$ cat src/rtl/obi_integ_pkg.sv
//////////////////////////////////////////////////
// Shared widths and constants for the OBI
// integrity subsystem
// Check bits use odd parity per byte, so a zero
// byte carries a check bit of one
// The memory takes word addresses, byte bits 1:0
// of every address are ignored
//////////////////////////////////////////////////

package obi_integ_pkg;

  // Bus widths
  localparam int unsigned DATA_W   = 32;
  localparam int unsigned ADDR_W   = 32;

  // Response check bits: 3..0 data bytes, 4 the err bit
  localparam int unsigned CHK_W    = 5;
  // Write check bits from the requester, one per byte
  localparam int unsigned WCHK_W   = 4;

  localparam int unsigned PORT_CNT = 2;

  // Byte parities of an all zero data word
  localparam logic [WCHK_W-1:0] ZERO_WCHK = '1;

  // Arbiter last winner after reset, port B, so port A wins the first tie
  localparam logic LAST_WIN_RST = 1'b1;

  // Odd parity of each data byte
  function automatic logic [WCHK_W-1:0] byte_par(input logic [DATA_W-1:0] data);
    logic [WCHK_W-1:0] par;
    for (int i = 0; i < WCHK_W; i++) begin
      par[i] = ~^data[8*i +: 8];
    end
    return par;
  endfunction

endpackage

$ cat src/rtl/obi_rr_arbiter.sv
//////////////////////////////////////////////////
// Two port round-robin arbiter
// Grant is combinational from req and full
// Assumes a memory with a fixed two cycle latency,
// the route record is sized for exactly that
//////////////////////////////////////////////////

`timescale 1ns/1ps

module obi_rr_arbiter
  import obi_integ_pkg::*;
#(
  parameter int unsigned MAX_OUTSTANDING = 2
) (
  input  logic              clk,
  input  logic              rst_n,

  // Port A request
  input  logic              req_a_i,
  input  logic [ADDR_W-1:0] addr_a_i,
  input  logic              we_a_i,
  input  logic [DATA_W-1:0] wdata_a_i,
  input  logic [WCHK_W-1:0] wchk_a_i,
  input  logic              full_a_i,
  output logic              gnt_a_o,

  // Port B request
  input  logic              req_b_i,
  input  logic [ADDR_W-1:0] addr_b_i,
  input  logic              we_b_i,
  input  logic [DATA_W-1:0] wdata_b_i,
  input  logic [WCHK_W-1:0] wchk_b_i,
  input  logic              full_b_i,
  output logic              gnt_b_o,

  // Memory request
  output logic              mem_req_o,
  output logic [ADDR_W-1:0] mem_addr_o,
  output logic              mem_we_o,
  output logic [DATA_W-1:0] mem_wdata_o,
  output logic [WCHK_W-1:0] mem_wchk_o,

  // Memory response
  input  logic              mem_rvalid_i,
  input  logic [DATA_W-1:0] mem_rdata_i,
  input  logic              mem_err_i,
  input  logic [CHK_W-1:0]  mem_rchk_i,

  // Routed responses
  output logic              rvalid_a_o,
  output logic [DATA_W-1:0] rdata_a_o,
  output logic              err_a_o,
  output logic [CHK_W-1:0]  rchk_a_o,
  output logic              rvalid_b_o,
  output logic [DATA_W-1:0] rdata_b_o,
  output logic              err_b_o,
  output logic [CHK_W-1:0]  rchk_b_o
);

  // Bit 0 port A, bit 1 port B
  logic [PORT_CNT-1:0] elig;
  // Last winner, high for port B
  logic                last_b_q;

  // Route record, index 1 is the response due this cycle
  logic [1:0]          route_vld_q;
  logic [1:0]          route_b_q;

  //////////////////////////////////////////////////
  // Grant
  //////////////////////////////////////////////////

  assign elig = {req_b_i && !full_b_i, req_a_i && !full_a_i};

  // On a tie the port that lost last time wins
  assign gnt_a_o = elig[0] && (!elig[1] || last_b_q);
  assign gnt_b_o = elig[1] && (!elig[0] || !last_b_q);

  always_ff @(posedge clk or negedge rst_n) begin
    if (!rst_n) begin
      last_b_q <= LAST_WIN_RST;
    end else if (mem_req_o) begin
      last_b_q <= gnt_b_o;
    end
  end

  // Request mux
  assign mem_req_o   = gnt_a_o || gnt_b_o;
  assign mem_addr_o  = gnt_b_o ? addr_b_i  : addr_a_i;
  assign mem_we_o    = gnt_b_o ? we_b_i    : we_a_i;
  assign mem_wdata_o = gnt_b_o ? wdata_b_i : wdata_a_i;
  assign mem_wchk_o  = gnt_b_o ? wchk_b_i  : wchk_a_i;

  //////////////////////////////////////////////////
  // Response routing
  //////////////////////////////////////////////////

  // Shifts every cycle to track the memory pipeline
  always_ff @(posedge clk or negedge rst_n) begin
    if (!rst_n) begin
      route_vld_q <= '0;
      route_b_q   <= '0;
    end else begin
      route_vld_q <= {route_vld_q[0], mem_req_o};
      route_b_q   <= {route_b_q[0], gnt_b_o};
    end
  end

  assign rvalid_a_o = mem_rvalid_i && !route_b_q[1];
  assign rvalid_b_o = mem_rvalid_i && route_b_q[1];

  // Payload goes to both ports, rvalid picks the owner
  assign rdata_a_o = mem_rdata_i;
  assign err_a_o   = mem_err_i;
  assign rchk_a_o  = mem_rchk_i;
  assign rdata_b_o = mem_rdata_i;
  assign err_b_o   = mem_err_i;
  assign rchk_b_o  = mem_rchk_i;

  // Memory latency must match the record depth
  route_known_a: assert property (
    @(posedge clk) disable iff (!rst_n) mem_rvalid_i |-> route_vld_q[1]
  );

endmodule
$ cat config.mk
export PLATFORM = sky130hd
export DESIGN_NAME = obi_rr_arbiter
export DESIGN_NICKNAME = d
export VERILOG_FILES = /design/src/rtl/obi_integ_pkg.sv /design/src/rtl/obi_rr_arbiter.sv
export SDC_FILE = /design/constraint.sdc
export NUM_CORES = 1
export LEC_CHECK = 0
export BUFFER_PORTS_ARGS = -buffer_cell sky130_fd_sc_hd__buf_2
export CAP_MARGIN = 5
export CORE_AREA = 2 2 130 132
export CTS_BUF_LIST = sky130_fd_sc_hd__clkbuf_4 sky130_fd_sc_hd__clkbuf_8
export DETAILED_ROUTE_END_ITERATION = 16
export DIE_AREA = 0 0 132 134
export GPL_TIMING_DRIVEN = 0
export PLACE_DENSITY = 0.49
export SYNTH_ARGS = -nofsm -noshare
export SYNTH_HDL_FRONTEND = slang
export SYNTH_SLANG_ARGS = --single-unit
$ cat constraint.sdc
create_clock -name clk -period 2.25 [get_ports clk]
set_clock_uncertainty 0.1 [all_clocks]
set_input_delay 0.1125 -clock clk [delete_from_list [all_inputs] [get_ports clk]]
set_output_delay 0.1125 -clock clk [all_outputs]
set_load 0.05 [all_outputs]
==> summary.md, run 1 <==
| Metric | Value |
|---|---|
| Result of the run | `finished clean` |
| Detailed placement HPWL | `6351 um` |
| First drt pass iteration count | `4` |
| Final net count | `650` |
| Antenna violations before repair | `0` |
| Filler cells | `1806` |
| Area inside the core boundary | `16290 um2` |
| Number of rows in the core area | `47` |
| Setup violations, final | `0` |
| Sequential cell area | `76.32 um2` |
| Sequence of cells on the critical path | `nand3b_4 > nand2_4 > buf_6 > mux2_4 > buf_2` |
| DRC errors left | `0` |
| Most frequent standard cell in the layout excluding fill and tap cells | `sky130_fd_sc_hd__buf_2` |
| Netlist cell types | `15` |
| Average wire per cell in the routed design | `9.996 um` |
| Share of the core filled with cells | `22.47%` |
| Data arrival time of the critical path | `1.80 ns` |
| Most used cells in the layout excluding fill and tap cells | `sky130_fd_sc_hd__buf_2 (294), sky130_fd_sc_hd__buf_4 (76), sky130_fd_sc_hd__mux2_4 (69)` |
| Final clock period utilization by the worst path | `89.46%` |
| Classification of the worst setup path | `flip-flop to primary output` |
| I/O pin count | `333` |
| Cell internal pwr | `0.0006633 W` |
| Max Buffers Root-to-Sink | `2` |
| Number of pins with negative max-slew slack in the final report | `0` |
| CTS tree | `built` |
| Largest area contributor in the synthesized netlist | `sky130_fd_sc_hd__mux2_4` |
| Number of clock buffers inserted by TritonCTS | `3` |
| Root Buffer | `sky130_fd_sc_hd__clkbuf_8` |
| Wire length of the first global-routing pass | `9729 um` |
| Number of instances in the synthesized netlist | `167` |
| X dimension of the die | `132 um` |
| Number of design-rule violations left by the first detailed-router iteration | `22` |
| Achievable clock frequency | `496.8 MHz` |
| Clock input transition at the sequential cells of the worst setup and hold paths | `0.03 ns` |
| Number of buffers inserted for hold repair after clock tree synthesis | `1` |
| Pin slew with the least headroom to its limit | `0.2708 ns` |
| Proportion of synthesized chip area in sequential cells | `4.116%` |
| Maximum single-stage delay on the critical path | `0.55 ns` |
| Die boundary height | `134 um` |
| Buffering stage count on the worst path with inverters included | `2` |
| Syn_area_per_cell | `11.10 um2` |
| Share of final-layout standard cells stronger than drive strength 1 | `97.42%` |
| Final weighted congestion in routability-driven placement | `0.7096` |
| Vias in the first global route | `2049` |
| Count of buffers added by post-CTS timing repair for setup | `0` |
| Detailed-route vias per instance | `3.168` |
| H-Tree Level Count | `1` |
| Total of max-cap violations | `0` |
| Maximum number of pins on one net before global-route repair | `11` |
| Diodes inserted | `0` |
| Final WL | `6857 um` |
| Sequential share of power | `4.4%` |
| Die outline area | `17690 um2` |
| Total power divided by cell area | `418.8 nW/um2` |
| Final TNS setup | `0 ns` |
| Starting utilization of the core area | `11.38%` |
| Largest cells by area after synthesis | `sky130_fd_sc_hd__mux2_4 (56%), sky130_fd_sc_hd__buf_4 (31%), sky130_fd_sc_hd__buf_6 (4.3%), sky130_fd_sc_hd__dfrtp_1 (2.7%), sky130_fd_sc_hd__dfstp_2 (1.4%)` |
| Comb power frac | `84.5%` |
| Number of I/O port buffers | `294` |
| Cell Count, Final, Fillers Out | `686` |
| Post-route ant nets | `0` |
| Total congestion overflow after global routing | `0` |
| Sort of element at the start of the critical path | `flip-flop` |
| Area added between synthesis and finish | `97.37%` |
| Clock group share of total power | `11.1%` |
| Switching Fraction | `56.72%` |
| Category of cells accounting for the largest share of critical-path delay | `flip-flops` |
| Reported net switching power | `0.0008694 W` |
| Classification of the worst-slack hold path | `input pin to flip-flop` |
| Post-Synthesis Net Count | `350` |
| Combined global-route utilization of all metal layers | `6.765%` |
| Area of the multi-input gates | `1125 um2` |
| Maximum ir drop on the vdd rail | `0.1452 mV` |
| Synth Warn # | `0` |
| Register bit total from synthesis | `3` |
| Post-synthesis instance area | `1854 um2` |
| Unrepaired setup endpoints after global routing | `false` |
| Post-Place Cells | `681` |
| Count of clock tree sinks | `3` |
| Cells resized by post-CTS repair | `0` |
| Slew HR | `82.07%` |
| Endpoint type of the worst setup path | `primary output` |
| DR vias | `2173` |
| Standby leakage power | `2.314 nW` |
| Data required time at the worst endpoint | `2.04 ns` |
| Area share of the largest cell type after synthesis | `55.87%` |
| Slowest stage cell on the critical path | `sky130_fd_sc_hd__dfstp_2` |
| Min Clock Period, post-route | `2.013 ns` |
| Number of hold violations in the final report | `0` |
| Clock Latency Late Sink | `0.22 ns` |
| CP max FO | `10` |
==> Yosys cell counts <==
cell / count
sky130_fd_sc_hd__buf_4: 76
sky130_fd_sc_hd__inv_1: 1
sky130_fd_sc_hd__o21a_1: 1
sky130_fd_sc_hd__nor2b_1: 1
sky130_fd_sc_hd__nand3b_4: 1
sky130_fd_sc_hd__dfrtp_1: 2
sky130_fd_sc_hd__nor2_1: 2
sky130_fd_sc_hd__mux2_4: 69
sky130_fd_sc_hd__and2_1: 1
sky130_fd_sc_hd__nand2b_1: 2
sky130_fd_sc_hd__dfstp_2: 1
sky130_fd_sc_hd__buf_6: 7
sky130_fd_sc_hd__nor2b_4: 1
sky130_fd_sc_hd__nand2_1: 1
sky130_fd_sc_hd__nand2_4: 1
==> area by class of cell <==
type | count | share of cell area [%]
repair buffers | 295 | 40.48
clock buffers | 4 | 1.333
well taps | 220 | 7.521
multi-input cells | 80 | 30.74
plain buffers | 83 | 17.74
flip-flops and latches | 3 | 2.085
inverters | 1 | 0.1026
==> through the flow <==
| step | setup WS, ns | cell area, um2 | hold WS [ns] | total power, W |
|---|---|---|---|---|
| 2_1_floorplan | 0.7195 | 1854 | -0.2831 | 0.001090 |
| 3_3_place_gp | 0.4131 | 3601 | -0.1690 | 0.001371 |
| 3_5_place_dp | 0.4130 | 3601 | -0.1688 | 0.001373 |
| 4_1_cts | 0.1777 | 3660 | 0.1090 | 0.001555 |
| 5_1_grt | 0.1329 | 3660 | 0.1273 | 0.001611 |
| 6_report | 0.2371 | 3660 | 0.1091 | 0.001533 |
==> worst paths after layout <==
kind                                  to  slack (ns)         start  cells past startpoint
setup reg to reg            route_b_q[0]        0.87      last_b_q                      4
min in group asynchronous   route_b_q[1]        0.15         rst_n                      2
hold reg to reg             route_b_q[1]        0.24  route_b_q[0]                      0
max in group asynchronous       last_b_q        1.70         rst_n                      2
setup / recovery           mem_addr_o[7]        0.24      last_b_q                      5
hold / removal                  last_b_q        0.11       req_a_i                      3
==> tightest hold or removal path, cell delays in order <==
cell	delay (ns)
sky130_fd_sc_hd__buf_2	0.11
sky130_fd_sc_hd__nand3b_4	0.09
sky130_fd_sc_hd__o21a_1	0.11
==> metal layers <==
layer / vias to the layer above / share of wire [%] / routed length, um / track usage [%]
met5: - / 0 / 0 / 0
met4: 0 / 0.41 / 28 / 0.8454
met3: 4 / 11 / 764 / 2.079
met2: 167 / 55 / 3780 / 13.74
met1: 916 / 33 / 2283 / 6.884
li1: 1086 / - / - / -
==> power groups by stage <==
stage	clock network [W]	logic [W]	registers, W
5_1_grt	0.000191	0.00135	0.0000697
4_1_cts	0.000179	0.00131	0.0000684
6_report	0.000170	0.00129	0.0000679
3_3_place_gp	0	0.00130	0.0000691
2_1_floorplan	0	0.00102	0.0000676
3_5_place_dp	0	0.00130	0.0000691
==> cell families (layout without fill, tap and decap cells) <==
| family | count (synthesis) | count (layout) | synth area share [%] |
|---|---|---|---|
| muxes | 69 | 69 | 55.87 |
| DFF | 3 | 3 | 4.116 |
| buffers and inverters | 84 | 383 | 35.22 |
| and+or+nand+nor | 10 | 10 | 4.386 |
| AOI/OAI and AO/OA | 1 | 1 | 0.4050 |
==> registers in the layout, summed over array words and instances, names as in the netlist <==
signal,cells
route_b_q,2
last_b_q,1
Power figures use the tool's default switching activity.
==> inputs of run 2 (changes only) <==
==> constraint.sdc (replaced) <==
create_clock -name clk -period 2 [get_ports clk]
set_clock_uncertainty 0.1 [all_clocks]
set_input_delay 0.1 -clock clk [delete_from_list [all_inputs] [get_ports clk]]
set_output_delay 0.1 -clock clk [all_outputs]
set_load 0.05 [all_outputs]
==> summary.md, run 2 (synthesized netlist as in run 1, its figures left out) <==
| Metric | Value |
|---|---|
| Result of the run | `finished clean (unchanged)` |
| Die outline area | `17690 um2 (unchanged)` |
| First drt pass iteration count | `4 (unchanged)` |
| Post-Place Cells | `681 (unchanged)` |
| Unrepaired setup endpoints after global routing | `true (was false)` |
| Max Buffers Root-to-Sink | `2 (unchanged)` |
| Sequence of cells on the critical path | `nand3b_4 > nand2_8 > buf_8 > mux2_4 > buf_2 (was nand3b_4 > nand2_4 > buf_6 > mux2_4 > buf_2)` |
| Endpoint type of the worst setup path | `primary output (unchanged)` |
| Number of rows in the core area | `47 (unchanged)` |
| Worst hold slack | `0.1170 ns (was 0.1091 ns)` |
| I/O pin count | `333 (unchanged)` |
| Slew HR | `82.20% (was 82.07%)` |
| Maximum number of pins on one net before global-route repair | `11 (unchanged)` |
| Registers with the most flip-flops | `route_b_q (2), last_b_q (1) (unchanged)` |
| Area added between synthesis and finish | `99.80% (was 97.37%)` |
| Vias in the first global route | `2049 (unchanged)` |
| Met3 wire length | `774 um (was 764 um)` |
| Maximum ir drop on the vdd rail | `0.1634 mV (was 0.1452 mV)` |
| CP max FO | `10 (unchanged)` |
| Clock Latency Late Sink | `0.22 ns (about the same)` |
| Data required time at the worst endpoint | `1.80 ns (was 2.04 ns)` |
| DR vias | `2175 (was 2173)` |
| Count of clock tree sinks | `3 (unchanged)` |
| Total of max-cap violations | `0 (unchanged)` |
| Total congestion overflow after global routing | `0 (unchanged)` |
| Setup violations, final | `0 (unchanged)` |
| Most used cells in the layout excluding fill and tap cells | `sky130_fd_sc_hd__buf_2 (292), sky130_fd_sc_hd__buf_4 (77), sky130_fd_sc_hd__mux2_4 (69) (was sky130_fd_sc_hd__buf_2 (294), sky130_fd_sc_hd__buf_4 (76), sky130_fd_sc_hd__mux2_4 (69))` |
| Final weighted congestion in routability-driven placement | `0.7096 (unchanged)` |
| Post-route ant nets | `0 (unchanged)` |
| DRC errors left | `0 (unchanged)` |
| Share of final-layout standard cells stronger than drive strength 1 | `97.42% (unchanged)` |
| Antenna violations before repair | `0 (unchanged)` |
| Flip-flop count of the largest register, all copies and words added | `2 (unchanged)` |
| Number of I/O port buffers | `294 (unchanged)` |
| Wire length of the first global-routing pass | `9729 um (unchanged)` |
| Data arrival time of the critical path | `1.76 ns (was 1.80 ns)` |
| Achievable clock frequency | `511.5 MHz` |
| X dimension of the die | `132 um (unchanged)` |
| Cell Count, Final, Fillers Out | `686 (unchanged)` |
| Pin slew with the least headroom to its limit | `0.2689 ns (was 0.2708 ns)` |
| Slowest stage cell on the critical path | `sky130_fd_sc_hd__dfstp_2 (unchanged)` |
| Total power divided by cell area | `469.2 nW/um2 (was 418.8 nW/um2)` |
| Root Buffer | `sky130_fd_sc_hd__clkbuf_8 (unchanged)` |
| Starting utilization of the core area | `11.38% (unchanged)` |
| Register with the most flip-flops | `route_b_q (unchanged)` |
| Number of pins with negative max-slew slack in the final report | `0 (unchanged)` |
| Number of design-rule violations left by the first detailed-router iteration | `23 (was 22)` |
| Routed length on met1 | `2254 um (was 2283 um)` |
| Final WL | `6834 um (was 6857 um)` |
| Share of the core filled with cells | `22.74% (was 22.47%)` |
| Clock input transition at the sequential cells of the worst setup and hold paths | `0.03 ns (about the same)` |
| H-Tree Level Count | `1 (unchanged)` |
| Classification of the worst-slack hold path | `input pin to flip-flop (unchanged)` |
| Standby leakage power | `2.329 nW (was 2.314 nW)` |
| Sort of element at the start of the critical path | `flip-flop (unchanged)` |
| Number of clock buffers inserted by TritonCTS | `3 (unchanged)` |
| Combined global-route utilization of all metal layers | `6.765% (unchanged)` |
| Final clock period utilization by the worst path | `97.76%` |
| Area of the multi-input gates | `1134 um2 (was 1125 um2)` |
| Min Clock Period, post-route | `1.955 ns` |
| Maximum single-stage delay on the critical path | `0.55 ns (about the same)` |
| Sequential cell area | `76.32 um2 (unchanged)` |
| Filler cells | `1805 (was 1806)` |
| Count of buffers added by post-CTS timing repair for setup | `0 (unchanged)` |
| Average wire per cell in the routed design | `9.962 um (was 9.996 um)` |
| Most frequent standard cell in the layout excluding fill and tap cells | `sky130_fd_sc_hd__buf_2 (unchanged)` |
| Number of hold violations in the final report | `0 (unchanged)` |
| Final net count | `650 (unchanged)` |
| Area inside the core boundary | `16290 um2 (unchanged)` |
| Met2 wire len | `3777 um (was 3780 um)` |
| Top routing layer used | `met4 (unchanged)` |
| Die boundary height | `134 um (unchanged)` |
| Diodes inserted | `0 (unchanged)` |
| Classification of the worst setup path | `flip-flop to primary output (unchanged)` |
| Detailed-route vias per instance | `3.171 (was 3.168)` |
| CTS tree | `built (unchanged)` |
| Detailed placement HPWL | `6351 um (unchanged)` |
==> run 2: cell count changes in the layout (fill, tap and decap cells not counted) <==
| cell | change |
|---|---|
| sky130_fd_sc_hd__buf_8 | +6 |
| sky130_fd_sc_hd__buf_4 | +1 |
| sky130_fd_sc_hd__buf_6 | -7 |
| sky130_fd_sc_hd__buf_2 | -2 |
| sky130_fd_sc_hd__clkbuf_4 | +1 |
| sky130_fd_sc_hd__buf_12 | +1 |
| sky130_fd_sc_hd__nand2_4 | -1 |
| sky130_fd_sc_hd__nand2_8 | +1 |
==> run 2: path summary, 6_finish.rpt <==
check,from,end,slack [ns],cells past startpoint
max,last_b_q,mem_addr_o[7],0.04,5
min,full_b_i,last_b_q,0.12,3
max reg2reg,last_b_q,route_b_q[0],0.69,4
min reg2reg,route_b_q[0],route_b_q[1],0.24,0
max in group asynchronous,rst_n,last_b_q,1.46,2
min in group asynchronous,rst_n,route_b_q[1],0.13,2
==> run 2: layer usage <==
metal,vias to the layer above,track usage [%]
met5,-,0
met4,0,0.8454
met3,4,2.079
met2,167,13.74
met1,915,6.884
li1,1089,-
==> run 2: what timing repair did <==
item | 4_1_cts | 5_1_grt
pin swaps | 0 | 1
gates resized for setup | 3 | 9
endpoints found under the setup margin | 69 | 68
hold buffers | 1 | 0
endpoints found under the hold margin | 3 | 0
==> run 2: power breakdown <==
group / switching (W) / leakage [nW] / internal (W) / total [W]
combinational: 0.000934 / 2.27 / 0.000537 / 0.00147
sequential: 0.00000582 / 0.0366 / 0.0000706 / 0.0000764
clock: 0.0000416 / 0.0262 / 0.000150 / 0.000191
total: 0.000981 / 2.33 / 0.000757 / 0.00174
==> run 2: layout make-up <==
class / instances / share of cell area, %
Buffer: 83 / 18.37
Timing Repair Buffer: 295 / 40.12
Sequential cell: 3 / 2.060
Multi-Input combinational cell: 80 / 30.60
Clock buffer: 4 / 1.317
Inverter: 1 / 0.1013
Tap cell: 220 / 7.430
==> run 2: critical path, delay by kind of cell (launching register included) <==
kind,cells,cell delay [ns]
simple gates,2,0.27
flops,1,0.55
mux,1,0.31
buf+inv,2,0.40
==> run 2: through the flow <==
step / cell area [um2] / setup TNS, ns / total power, W / setup slack, ns
2_1_floorplan: 1854 / 0 / 0.001227 / 0.4820
3_3_place_gp: 3601 / 0 / 0.001542 / 0.1756
3_5_place_dp: 3601 / 0 / 0.001544 / 0.1755
4_1_cts: 3676 / 0 / 0.001754 / 0.00002209
5_1_grt: 3705 / -1.094 / 0.001827 / -0.03295
6_report: 3705 / 0 / 0.001738 / 0.04480
==> inputs of run 3 (changes only) <==
--- a/config.mk
+++ b/config.mk
@@ -12,7 +12,7 @@
 export DETAILED_ROUTE_END_ITERATION = 16
 export DIE_AREA = 0 0 132 134
 export GPL_TIMING_DRIVEN = 0
-export PLACE_DENSITY = 0.49
+export PLACE_DENSITY_LB_ADDON = 0.25
 export SYNTH_ARGS = -nofsm -noshare
 export SYNTH_HDL_FRONTEND = slang
 export SYNTH_SLANG_ARGS = --single-unit
==> summary.md, run 3 (synthesized netlist as in run 1, its figures left out) <==
| Metric | Value |
|---|---|
| Classification of the worst-slack hold path | `input pin to asynchronous set/reset pin (was input pin to flip-flop)` |
| DR vias | `2205 (was 2175)` |
| Data required time at the worst endpoint | `1.80 ns (about the same)` |
| Starting utilization of the core area | `11.38% (unchanged)` |
| Clock input transition at the sequential cells of the worst setup and hold paths | `0.03 ns (about the same)` |
| Die boundary height | `134 um (unchanged)` |
| DRC errors left | `0 (unchanged)` |
| Sequence of cells on the critical path | `nand3b_4 > nand2_8 > buf_8 > mux2_4 > buf_2 (unchanged)` |
| CP max FO | `10 (unchanged)` |
| Register with the most flip-flops | `route_b_q (unchanged)` |
| Result of the run | `finished clean (unchanged)` |
| H-Tree Level Count | `1 (unchanged)` |
| Flip-flop count of the largest register, all copies and words added | `2 (unchanged)` |
| Die outline area | `17690 um2 (unchanged)` |
| Max Buffers Root-to-Sink | `2 (unchanged)` |
| Min Clock Period, post-route | `1.936 ns (was 1.955 ns)` |
| Root Buffer | `sky130_fd_sc_hd__clkbuf_8 (unchanged)` |
| Area added between synthesis and finish | `100.9% (was 99.80%)` |
| Min setup slack post-route | `0.06400 ns (was 0.04480 ns)` |
| Area inside the core boundary | `16290 um2 (unchanged)` |
| Setup violations, final | `0 (unchanged)` |
| Total congestion overflow after global routing | `0 (unchanged)` |
| Worst hold slack | `0.1158 ns (was 0.1170 ns)` |
| Maximum ir drop on the vdd rail | `0.2243 mV (was 0.1634 mV)` |
| Share of the core filled with cells | `22.87% (was 22.74%)` |
| Post-route cell area | `3725 um2 (was 3705 um2)` |
| Number of hold violations in the final report | `0 (unchanged)` |
| Data arrival time of the critical path | `1.74 ns (was 1.76 ns)` |
| Final net count | `650 (unchanged)` |
| Total of max-cap violations | `0 (unchanged)` |
| Number of rows in the core area | `47 (unchanged)` |
| Detailed placement HPWL | `7100 um (was 6351 um)` |
| Number of I/O port buffers | `294 (unchanged)` |
| Endpoint type of the worst setup path | `primary output (unchanged)` |
| Total power divided by cell area | `469.4 nW/um2 (was 469.2 nW/um2)` |
| Number of clock buffers inserted by TritonCTS | `3 (unchanged)` |
| Category of cells accounting for the largest share of critical-path delay | `flip-flops (unchanged)` |
| Achievable clock frequency | `516.5 MHz (was 511.5 MHz)` |
| Pin slew with the least headroom to its limit | `0.2789 ns (was 0.2689 ns)` |
| X dimension of the die | `132 um (unchanged)` |
| Buffering stage count on the worst path with inverters included | `2 (unchanged)` |
| Maximum single-stage delay on the critical path | `0.55 ns (about the same)` |
| First drt pass iteration count | `4 (unchanged)` |
| Final WL | `7593 um (was 6834 um)` |
| Average wire per cell in the routed design | `11.07 um (was 9.962 um)` |
| Vias in the first global route | `2250 (was 2049)` |
| Detailed-route vias per instance | `3.214 (was 3.171)` |
| Combined global-route utilization of all metal layers | `7.287% (was 6.765%)` |
| Number of pins with negative max-slew slack in the final report | `0 (unchanged)` |
| Post-route ant nets | `0 (unchanged)` |
| Diodes inserted | `0 (unchanged)` |
| Count of buffers added by post-CTS timing repair for setup | `0 (unchanged)` |
| Filler cells | `1818 (was 1805)` |
| Slew HR | `81.54% (was 82.20%)` |
| Clock Latency Late Sink | `0.21 ns (was 0.22 ns)` |
| Final clock period utilization by the worst path | `96.80% (was 97.76%)` |
| Slowest stage cell on the critical path | `sky130_fd_sc_hd__dfstp_2 (unchanged)` |
| Registers with the most flip-flops | `route_b_q (2), last_b_q (1) (unchanged)` |
| Most used cells in the layout excluding fill and tap cells | `sky130_fd_sc_hd__buf_2 (290), sky130_fd_sc_hd__buf_4 (80), sky130_fd_sc_hd__mux2_4 (69) (was sky130_fd_sc_hd__buf_2 (292), sky130_fd_sc_hd__buf_4 (77), sky130_fd_sc_hd__mux2_4 (69))` |
| Final weighted congestion in routability-driven placement | `0.7868 (was 0.7096)` |
| Classification of the worst setup path | `flip-flop to primary output (unchanged)` |
| Setup slack after placement | `0.1920 ns (was 0.1755 ns)` |
| Wire length of the first global-routing pass | `10620 um (was 9729 um)` |
| Standby leakage power | `2.338 nW (was 2.329 nW)` |
| Maximum number of pins on one net before global-route repair | `11 (unchanged)` |
| Placed cell area | `3601 um2 (unchanged)` |
| CTS tree | `built (unchanged)` |
| Sort of element at the start of the critical path | `flip-flop (unchanged)` |
| I/O pin count | `333 (unchanged)` |
| Share of final-layout standard cells stronger than drive strength 1 | `97.42% (unchanged)` |
| Antenna violations before repair | `0 (unchanged)` |
| Count of clock tree sinks | `3 (unchanged)` |
| Unrepaired setup endpoints after global routing | `true (unchanged)` |
| Most frequent standard cell in the layout excluding fill and tap cells | `sky130_fd_sc_hd__buf_2 (unchanged)` |
| Number of design-rule violations left by the first detailed-router iteration | `9 (was 23)` |
==> run 3: final cells by class <==
type | instances | area, um2 | share of cell area [%]
plain buffers | 83 | 695.7 | 18.68
flip-flops and latches | 3 | 76.32 | 2.049
clock buffers | 4 | 48.80 | 1.310
inverters | 1 | 3.754 | 0.1008
repair buffers | 295 | 1491 | 40.04
multi-input cells | 80 | 1134 | 30.43
well taps | 220 | 275.3 | 7.390
==> run 3: worst register-to-register path, delay by kind of cell (launching register included) <==
kind / cells / cell delay (ns)
buffers and inverters: 2 / 0.25
DFF: 1 / 0.55
and+or+nand+nor: 2 / 0.26
==> run 3: final timing paths <==
check / end / slack [ns] / startpoint / cells past startpoint
min in group clk: last_b_q / 0.12 / full_b_i / 3
worst max register to register: route_b_q[0] / 0.71 / last_b_q / 4
worst min-delay path: route_b_q[1] / 0.12 / rst_n / 2
worst min register to register: route_b_q[1] / 0.25 / route_b_q[0] / 0
max in group asynchronous: last_b_q / 1.49 / rst_n / 2
worst max-delay path: mem_wdata_o[31] / 0.06 / last_b_q / 5
==> run 3: per-layer routing <==
layer	GRT usage (%)	part of all wire, %	vias up	wire (um)
met1	6.639	32	956	2436
li1	-	-	1086	-
met5	0	0	-	0
met3	2.457	11	4	857
met2	15.74	56	159	4244
met4	0.6643	0.71	0	54
==> run 3: per-stage QoR <==
stage | power [W] | std cells | TNS [ns]
6_report | 0.001749 | 686 | 0
2_1_floorplan | 0.001227 | 167 | 0
4_1_cts | 0.001759 | 686 | 0
3_3_place_gp | 0.001550 | 681 | 0
3_5_place_dp | 0.001557 | 681 | 0
5_1_grt | 0.001830 | 686 | -0.06427
==> run 3: where the power goes <==
part | switching, W | internal (W) | total, W | leakage [nW]
combinational | 0.000942 | 0.000544 | 0.00149 | 2.28
sequential | 0.00000612 | 0.0000707 | 0.0000768 | 0.0366
clock | 0.0000367 | 0.000149 | 0.000186 | 0.0262
total | 0.000985 | 0.000763 | 0.00175 | 2.34
==> run 3: timing repair <==
action | in CTS | in global routing
gates resized for setup | 4 | 16
hold endpoints to repair | 3 | 0
endpoints found under the setup margin | 16 | 41
pin swaps | 0 | 1
cloned | 0 | 0
hold buffers | 1 | 0
